--- src/verilog/video_pkg.sv ---
package video_pkg;

    // One 24-bit host pixel, red in the top byte
    typedef struct packed {
        logic [7:0] r;
        logic [7:0] g;
        logic [7:0] b;
    } rgb_t;

    // Raster control bits, active high
    typedef struct packed {
        logic hsync;
        logic vsync;
        logic de;     // Display enable, high during active video
    } sync_t;

    // One TMDS character, bit 0 is sent first on the wire
    typedef logic [9:0] tmds_sym_t;

    // Three lanes of one pixel clock
    typedef struct packed {
        tmds_sym_t ch2;   // Red
        tmds_sym_t ch1;   // Green
        tmds_sym_t ch0;   // Blue, also carries hsync/vsync in blanking
    } tmds_lanes_t;

    // Four control characters, indexed by {c1,c0}
    typedef tmds_sym_t [3:0] ctrl_table_t;

    // HDMI control period characters
    // Entry order in the literal is 11, 10, 01, 00
    localparam ctrl_table_t CTRL_HDMI = {
        10'b1010101011,   // {c1,c0} = 11
        10'b0101010100,   // 10
        10'b0010101011,   // 01
        10'b1101010100    // 00
    };

    // Legacy DVI characters, bit order as used by older sinks
    localparam ctrl_table_t CTRL_DVI = {
        10'b1101010101,   // {c1,c0} = 11
        10'b0010101010,   // 10
        10'b1101010100,   // 01
        10'b0010101011    // 00
    };

endpackage

--- src/verilog/pixel_credit_fifo.sv ---
`timescale 1ns/100ps

module pixel_credit_fifo #(
    parameter int FIFO_DEPTH = 16
) (
    input  logic            clk,
    input  logic            arst_n,
    input  logic            wr_en,
    input  video_pkg::rgb_t wr_data,
    input  logic            rd_en,
    output video_pkg::rgb_t rd_data,
    output logic            empty,
    output logic            credit,
    output logic            underflow
);
    import video_pkg::*;

    localparam int AW = $clog2(FIFO_DEPTH);

    // Pointer wrap logic relies on a power-of-two depth
    if (FIFO_DEPTH != (1 << AW)) begin : g_depth_check
        $error("pixel_credit_fifo: FIFO_DEPTH must be a power of two");
    end

    rgb_t        mem [FIFO_DEPTH];
    logic [AW:0] wr_ptr;   // Extra MSB tells full from empty
    logic [AW:0] rd_ptr;
    logic        full;
    logic        pop;

    assign empty = (wr_ptr == rd_ptr);
    assign full  = (wr_ptr == {~rd_ptr[AW], rd_ptr[AW-1:0]});   // Same slot, other lap
    assign pop   = rd_en && !empty;

    // Show-ahead read keeps the head entry on the output
    assign rd_data = mem[rd_ptr[AW-1:0]];

    // Pixel storage
    always_ff @(posedge clk) begin
        if (wr_en) begin
            mem[wr_ptr[AW-1:0]] <= wr_data;
        end
    end

    always_ff @(posedge clk or negedge arst_n) begin
        if (!arst_n) begin
            wr_ptr <= '0;
            rd_ptr <= '0;
        end else begin
            if (wr_en) begin
                wr_ptr <= wr_ptr + 1'b1;   // Host never writes while full
            end
            if (pop) begin
                rd_ptr <= rd_ptr + 1'b1;
            end
        end
    end

    // One credit per freed entry, one cycle after the pop
    // Underflow is sticky until the next reset
    always_ff @(posedge clk or negedge arst_n) begin
        if (!arst_n) begin
            credit    <= 1'b0;
            underflow <= 1'b0;
        end else begin
            credit <= pop;
            if (rd_en && empty) begin
                underflow <= 1'b1;
            end
        end
    end

    // Host side credit rule broken if this fires
    a_no_write_full: assert property (
        @(posedge clk) disable iff (!arst_n)
        wr_en |-> !full
    ) else $error("write while FIFO full");

endmodule

--- src/verilog/raster_timing.sv ---
`timescale 1ns/100ps

module raster_timing #(
    parameter int H_ACTIVE = 640,
    parameter int H_FRONT  = 16,
    parameter int H_SYNC   = 96,
    parameter int H_BACK   = 48,
    parameter int V_ACTIVE = 480,
    parameter int V_FRONT  = 10,
    parameter int V_SYNC   = 2,
    parameter int V_BACK   = 33
) (
    input  logic             clk,
    input  logic             arst_n,
    output video_pkg::sync_t timing
);
    import video_pkg::*;

    // Line and frame lengths in pixel clocks / lines
    localparam int H_TOTAL = H_ACTIVE + H_FRONT + H_SYNC + H_BACK;
    localparam int V_TOTAL = V_ACTIVE + V_FRONT + V_SYNC + V_BACK;
    localparam int HW      = $clog2(H_TOTAL);
    localparam int VW      = $clog2(V_TOTAL);

    // Sync pulse windows with inclusive start and exclusive end
    localparam int HS_START = H_ACTIVE + H_FRONT;
    localparam int HS_END   = HS_START + H_SYNC;
    localparam int VS_START = V_ACTIVE + V_FRONT;
    localparam int VS_END   = VS_START + V_SYNC;

    logic [HW-1:0] col;   // Pixel position inside the line
    logic [VW-1:0] row;   // Line position inside the frame
    sync_t         timing_nxt;

    // Column wraps every line and steps the row counter
    always_ff @(posedge clk or negedge arst_n) begin
        if (!arst_n) begin
            col <= '0;
            row <= '0;
        end else if (col == HW'(H_TOTAL - 1)) begin
            col <= '0;
            if (row == VW'(V_TOTAL - 1)) begin
                row <= '0;   // New frame
            end else begin
                row <= row + 1'b1;
            end
        end else begin
            col <= col + 1'b1;
        end
    end

    // Decode the counter position against the window bounds
    always_comb begin
        timing_nxt.hsync = (col >= HW'(HS_START)) && (col < HW'(HS_END));
        timing_nxt.vsync = (row >= VW'(VS_START)) && (row < VW'(VS_END));
        timing_nxt.de    = (col < HW'(H_ACTIVE)) && (row < VW'(V_ACTIVE));
    end

    // Registered outputs trail the counters by one cycle
    always_ff @(posedge clk or negedge arst_n) begin
        if (!arst_n) begin
            timing <= '0;
        end else begin
            timing <= timing_nxt;
        end
    end

endmodule

--- src/verilog/tmds_encoder.sv ---
`timescale 1ns/100ps

module tmds_encoder #(
    parameter bit LEGACY_DVI_CONTROL = 1'b0
) (
    input  logic                 clk,
    input  logic                 arst_n,
    input  logic                 de,
    input  logic [7:0]           d,
    input  logic                 c0,
    input  logic                 c1,
    output video_pkg::tmds_sym_t q_out
);
    import video_pkg::*;

    // Control character table picked at build time
    localparam ctrl_table_t CTRL = LEGACY_DVI_CONTROL ? CTRL_DVI : CTRL_HDMI;

    // Number of ones in a byte
    function automatic logic [3:0] ones8(input logic [7:0] v);
        logic [3:0] n;
        n = '0;
        for (int i = 0; i < 8; i++) begin
            n = n + v[i];
        end
        return n;
    endfunction

    logic [3:0]        n1_d;       // Ones in the input byte
    logic              use_xnor;
    logic [8:0]        q_m;        // Transition-minimized word
    logic [3:0]        n1_qm;
    logic signed [5:0] bal;        // Ones minus zeros of q_m[7:0]
    logic signed [5:0] disp;       // Running disparity
    logic signed [5:0] disp_nxt;
    tmds_sym_t         sym_nxt;

    // Stage 1, pick XOR or XNOR chaining to cut transitions
    always_comb begin
        n1_d     = ones8(d);
        use_xnor = (n1_d > 4'd4) || ((n1_d == 4'd4) && !d[0]);
        q_m[0]   = d[0];
        for (int i = 1; i < 8; i++) begin
            q_m[i] = use_xnor ? ~(q_m[i-1] ^ d[i]) : (q_m[i-1] ^ d[i]);
        end
        q_m[8] = ~use_xnor;   // 1 = XOR chain
    end

    // Stage 2, DC balance against the running disparity
    always_comb begin
        n1_qm = ones8(q_m[7:0]);
        bal   = $signed({1'b0, n1_qm, 1'b0}) - 6'sd8;   // 2*N1 - 8
        if ((disp == 6'sd0) || (bal == 6'sd0)) begin
            // No bias either way, bit 9 just mirrors the chain type
            sym_nxt[9]   = ~q_m[8];
            sym_nxt[8]   = q_m[8];
            sym_nxt[7:0] = q_m[8] ? q_m[7:0] : ~q_m[7:0];
            disp_nxt     = q_m[8] ? (disp + bal) : (disp - bal);
        end else if (((disp > 6'sd0) && (bal > 6'sd0)) ||
                     ((disp < 6'sd0) && (bal < 6'sd0))) begin
            // Word would push further the same way, invert it
            sym_nxt[9]   = 1'b1;
            sym_nxt[8]   = q_m[8];
            sym_nxt[7:0] = ~q_m[7:0];
            disp_nxt     = disp - bal + (q_m[8] ? 6'sd2 : 6'sd0);
        end else begin
            sym_nxt[9]   = 1'b0;
            sym_nxt[8]   = q_m[8];
            sym_nxt[7:0] = q_m[7:0];
            disp_nxt     = disp + bal - (q_m[8] ? 6'sd0 : 6'sd2);
        end
    end

    // Output register, control characters during blanking
    always_ff @(posedge clk or negedge arst_n) begin
        if (!arst_n) begin
            q_out <= CTRL[2'b00];
            disp  <= '0;
        end else if (de) begin
            q_out <= sym_nxt;
            disp  <= disp_nxt;
        end else begin
            q_out <= CTRL[{c1, c0}];   // hsync/vsync on channel 0 only
            disp  <= '0;               // Balance restarts each active run
        end
    end

    // Algorithm bound on the running disparity
    a_disp_bounded: assert property (
        @(posedge clk) disable iff (!arst_n)
        (disp <= 6'sd8) && (disp >= -6'sd8)
    ) else $error("running disparity out of range: %0d", disp);

endmodule

--- src/verilog/video_tx_top.sv ---
`timescale 1ns/100ps

module video_tx_top #(
    parameter int H_ACTIVE           = 640,
    parameter int H_FRONT            = 16,
    parameter int H_SYNC             = 96,
    parameter int H_BACK             = 48,
    parameter int V_ACTIVE           = 480,
    parameter int V_FRONT            = 10,
    parameter int V_SYNC             = 2,
    parameter int V_BACK             = 33,
    parameter int FIFO_DEPTH         = 16,
    parameter bit LEGACY_DVI_CONTROL = 1'b0
) (
    input  logic                   clk,
    input  logic                   arst_n,
    input  logic                   pix_valid,
    input  video_pkg::rgb_t        pix,
    output logic                   pix_credit,
    output logic                   underflow,
    output video_pkg::tmds_lanes_t tmds,
    output video_pkg::sync_t       sync_out
);
    import video_pkg::*;

    sync_t timing;       // Raster state for the current pixel slot
    rgb_t  pix_rd;       // FIFO head
    rgb_t  pix_enc;      // Pixel fed to the encoders
    logic  fifo_empty;

    raster_timing #(
        .H_ACTIVE (H_ACTIVE), .H_FRONT (H_FRONT), .H_SYNC (H_SYNC), .H_BACK (H_BACK),
        .V_ACTIVE (V_ACTIVE), .V_FRONT (V_FRONT), .V_SYNC (V_SYNC), .V_BACK (V_BACK)
    ) i_timing (
        .clk    (clk),
        .arst_n (arst_n),
        .timing (timing)
    );

    // Pops once per active pixel slot
    pixel_credit_fifo #(
        .FIFO_DEPTH (FIFO_DEPTH)
    ) i_fifo (
        .clk       (clk),
        .arst_n    (arst_n),
        .wr_en     (pix_valid),
        .wr_data   (pix),
        .rd_en     (timing.de),
        .rd_data   (pix_rd),
        .empty     (fifo_empty),
        .credit    (pix_credit),
        .underflow (underflow)
    );

    // Black when the FIFO has run dry
    assign pix_enc = fifo_empty ? '0 : pix_rd;

    tmds_encoder #(.LEGACY_DVI_CONTROL (LEGACY_DVI_CONTROL)) i_enc_b (
        .clk (clk), .arst_n (arst_n), .de (timing.de), .d (pix_enc.b),
        .c0 (timing.hsync), .c1 (timing.vsync), .q_out (tmds.ch0)
    );

    tmds_encoder #(.LEGACY_DVI_CONTROL (LEGACY_DVI_CONTROL)) i_enc_g (
        .clk (clk), .arst_n (arst_n), .de (timing.de), .d (pix_enc.g),
        .c0 (1'b0), .c1 (1'b0), .q_out (tmds.ch1)
    );

    tmds_encoder #(.LEGACY_DVI_CONTROL (LEGACY_DVI_CONTROL)) i_enc_r (
        .clk (clk), .arst_n (arst_n), .de (timing.de), .d (pix_enc.r),
        .c0 (1'b0), .c1 (1'b0), .q_out (tmds.ch2)
    );

    // Match the encoder latency so sync_out lines up with tmds
    always_ff @(posedge clk or negedge arst_n) begin
        if (!arst_n) begin
            sync_out <= '0;
        end else begin
            sync_out <= timing;
        end
    end

endmodule
--- config.mk ---
export PLATFORM = sky130hd
export DESIGN_NAME = video_tx_top
export DESIGN_NICKNAME = d
export VERILOG_FILES = /design/src/verilog/video_pkg.sv /design/src/verilog/pixel_credit_fifo.sv /design/src/verilog/raster_timing.sv /design/src/verilog/tmds_encoder.sv /design/src/verilog/video_tx_top.sv
export SDC_FILE = /design/constraint.sdc
export NUM_CORES = 1
export LEC_CHECK = 0
export ABC_AREA = 1
export BUFFER_PORTS_ARGS = -buffer_cell sky130_fd_sc_hd__buf_2
export CAP_MARGIN = 20
export CORE_UTILIZATION = 57
export DETAILED_ROUTE_END_ITERATION = 10
export PLACE_DENSITY = 0.77
export SYNTH_ARGS = -nofsm -noshare
export SYNTH_HDL_FRONTEND = slang
export SYNTH_SLANG_ARGS = --single-unit
--- constraint.sdc ---
create_clock -name clk -period 9.28 [get_ports clk]
set_input_delay 0.464 -clock clk [delete_from_list [all_inputs] [get_ports clk]]
set_output_delay 0.464 -clock clk [all_outputs]
set_load 0.02 [all_outputs]
==> metrics.txt <==
status=finished clean; most frequent CP cell=fa_1; area grow syn2layout=14.7%; busiest grt layer=met2; Num Clock Sinks=467; compound-cell area share of the yosys netlist=9.21%; RSZ-0062 raised after global routing=yes; Total GRT Usage=between 20% and 30%; commonest non-fill, non-tap cells in the layout=edfxtp_1 (384), nand2_1 (323), nor2_1 (307); setup ws final=roughly 0.23 ns; core area=about 0.04 mm2; WS Path Type=register to register; largest net degree at the start of global routing=101; Die W=between 200 and 250 um; cells after synthesis=2198; clk slew on worst S/H paths=0.06 ns; dpl hpwl=33500 um; Synth async-reset ratio=between 10% and 20%; hold crit path type=primary input to register; main combinational cell family by area after synthesis=simple AND/OR/NAND/NOR gates; Synth Area in Adders=under 10%; CTS root buf=clkbuf_16; pre-CTS WS=-0.0838 ns; Die Span Y=approximately 200 um; xor and xnor area share after synthesis=around 1.9%; Syn. warnings=0; GRT overflow=0; Mapped Avg Cell Area=between 10 and 15 um2; Rows=73; Netlist cell types=57; CP Launch Type=register; Via density=between 5 and 6; final core occ=66.3%; commonest non-fill, non-tap cell in the layout=edfxtp_1; antenna violations before repair=4; post-synthesis mux area share=0%; WL per Instance=slightly below 20 um; setup_tns=0 ns; GR Layer Usage met1=35.4%; CTS tree=built; met2 Usage GRT=roughly 44%; M3 GR Usage=roughly 4.2%; Netlist Area Pre-Place=0.0230 mm2; part of the cycle the worst path needs=a little over nine tenths; CP Capture Type=register; Final Slew Violations=0; die footprint=slightly above 0.04 mm2; data required time at the worst endpoint=between 9 and 10 ns; IO Pins=62; Synth Area in Simple Gates=between 10% and 20%; Initial Utilization=roughly 58%; CP peak stage delay=0.56 ns; Rel. slew slack=between 20% and 30%; number of global-route vias before repair=between 15000 and 20000; Port Buffers=slightly above 60; clk_lat worst skew=about 0.6 ns; DRC violations left=0; worst path arrival time=approximately 9.5 ns; number of buffers created by CTS=47; deepest clock path buffer count=3; final hold violation count=0; GPL Wtd Cong=0.914; clk_skew=0.0182 ns; endpoints failing setup=0; Crit Path Max Fanout=64; flops & latches, synth=roughly 470; DR pass1 iterations=6; Post-synth EDFFs=384; Seq/Total Area, Yosys=about three fifths; Max Freq=between 0.1 and 0.15 GHz; vias post-DR=16497; Iter 0 DRT Violations=~1600; prevailing post-synth register cell=edfxtp_1; Period minus WS final=just over 9 ns; Post-Route WL=around 57000 um; Mapped Nets=approximately 2300; actual slew at the worst max-slew pin=about 1.1 ns; H-tree depth=2; Antenna Violating Nets Remaining=0; nets@finish=~2400; first-pass GRT wire length=85000 um; share of post-route cells with drive strength above 1=15.4%; Critical-path top delay cell=dfrtp_4; max cap viols=0
path summary, 6_finish.rpt:
| check | endpoint | slack, ns | startpoint | depth (start not counted) |
|---|---|---|---|---|
| setup / recovery | i_enc_g.disp[5]$_DFF_PN0_ | 0.23 | i_fifo.rd_ptr[0]$_DFFE_PN0P_ | 39 |
| hold / removal | i_fifo.wr_ptr[0]$_DFFE_PN0P_ | 0.17 | pix_valid | 2 |
| setup reg to reg | i_enc_g.disp[5]$_DFF_PN0_ | 0.23 | i_fifo.rd_ptr[0]$_DFFE_PN0P_ | 39 |
| hold reg to reg | sync_out[2]$_DFF_PN0_ | 0.44 | i_timing.timing[2]$_DFF_PN0_ | 0 |
| max in group asynchronous | i_enc_r.q_out[5]$_DFF_PN0_ | 7.88 | arst_n | 3 |
| min in group asynchronous | i_enc_b.disp[2]$_DFF_PN0_ | 0.40 | arst_n | 2 |
flip-flops by register name, summed over array words and instances, names as in the netlist, 10 cells and up:
| register | count |
|---|---|
| i_fifo.mem | 384 |
| i_timing.col | 10 |
| i_timing.row | 10 |
| i_enc_b.q_out | 10 |
| i_enc_g.q_out | 10 |
| i_enc_r.q_out | 10 |
metrics by stage:
stage               area, um2  hold WS (ns)  std cells
floorplan               23000         0.168       2198
global placement        23800         0.422       2742
detailed placement      23800         0.426       2742
CTS                     25500         0.140       2831
global route            26300         0.192       2865
finish                  26300         0.172       2866
cell usage after synthesis (18+ instances only):
library cell | count | area share, %
edfxtp_1 | 384 | 50
nand2_1 | 327 | 5.3
nor2_1 | 325 | 5.3
inv_1 | 241 | 3.9
o21ai_0 | 194 | 4.2
nand3_1 | 138 | 3.0
ha_1 | 77 | 4.2
dfrtp_1 | 68 | 7.4
a21oi_1 | 43 | 0.94
xor2_1 | 36 | 1.4
o21ai_1 | 32 | 0.70
fa_1 | 30 | 2.6
o211ai_1 | 30 | 0.98
buf_2 | 29 | 0.63
buf_6 | 20 | 0.98
o22ai_1 | 20 | 0.54
buf_4 | 18 | 0.59
metal layers:
metal | wire (um) | up-vias
met5 | 0 | -
met4 | 1990 | 0
met3 | 4980 | 162
met2 | 27600 | 745
met1 | 22400 | 7946
li1 | - | 7644
worst max-delay path: cells and delay by family, from the launching register on:
kind	cells	cell delay, ns
buffers and inverters	11	1.07
flip-flops	1	0.56
XOR/XNOR	4	0.74
AO/OA/AOI/OAI	8	1.21
adder cells (fa/ha/maj)	12	4.65
AND/OR/NAND/NOR	4	0.62
logic make-up after synthesis:
group / Yosys count
DFF: 467
adders and majority gates: 107
and+or+nand+nor: 863
buffers and inverters: 345
AOI/OAI and AO/OA: 367
xor gates and xnor gates: 49
cell type report:
class	instances	area, um2
clock buffers	57	1230
multi-input cells	1386	8160
fillers	2895	13400
diodes	3	7.51
flip-flops and latches	467	13600
clock inverters	31	424
well taps	525	657
repair buffers	138	1190
inverters	259	1020
repair_timing:
| item | in CTS | in global routing |
|---|---|---|
| endpoints found under the hold margin | 33 | 0 |
| setup endpoints to repair | 7 | 40 |
| pin swaps | 0 | 26 |
| hold buffers | 1 | 0 |
| gates cloned | 0 | 5 |
| buffers inserted | 0 | 22 |
| resized for setup | 5 | 86 |
Power is not shown: default switching activity piles up to over one toggle a cycle in this logic, so the estimate is an artifact.
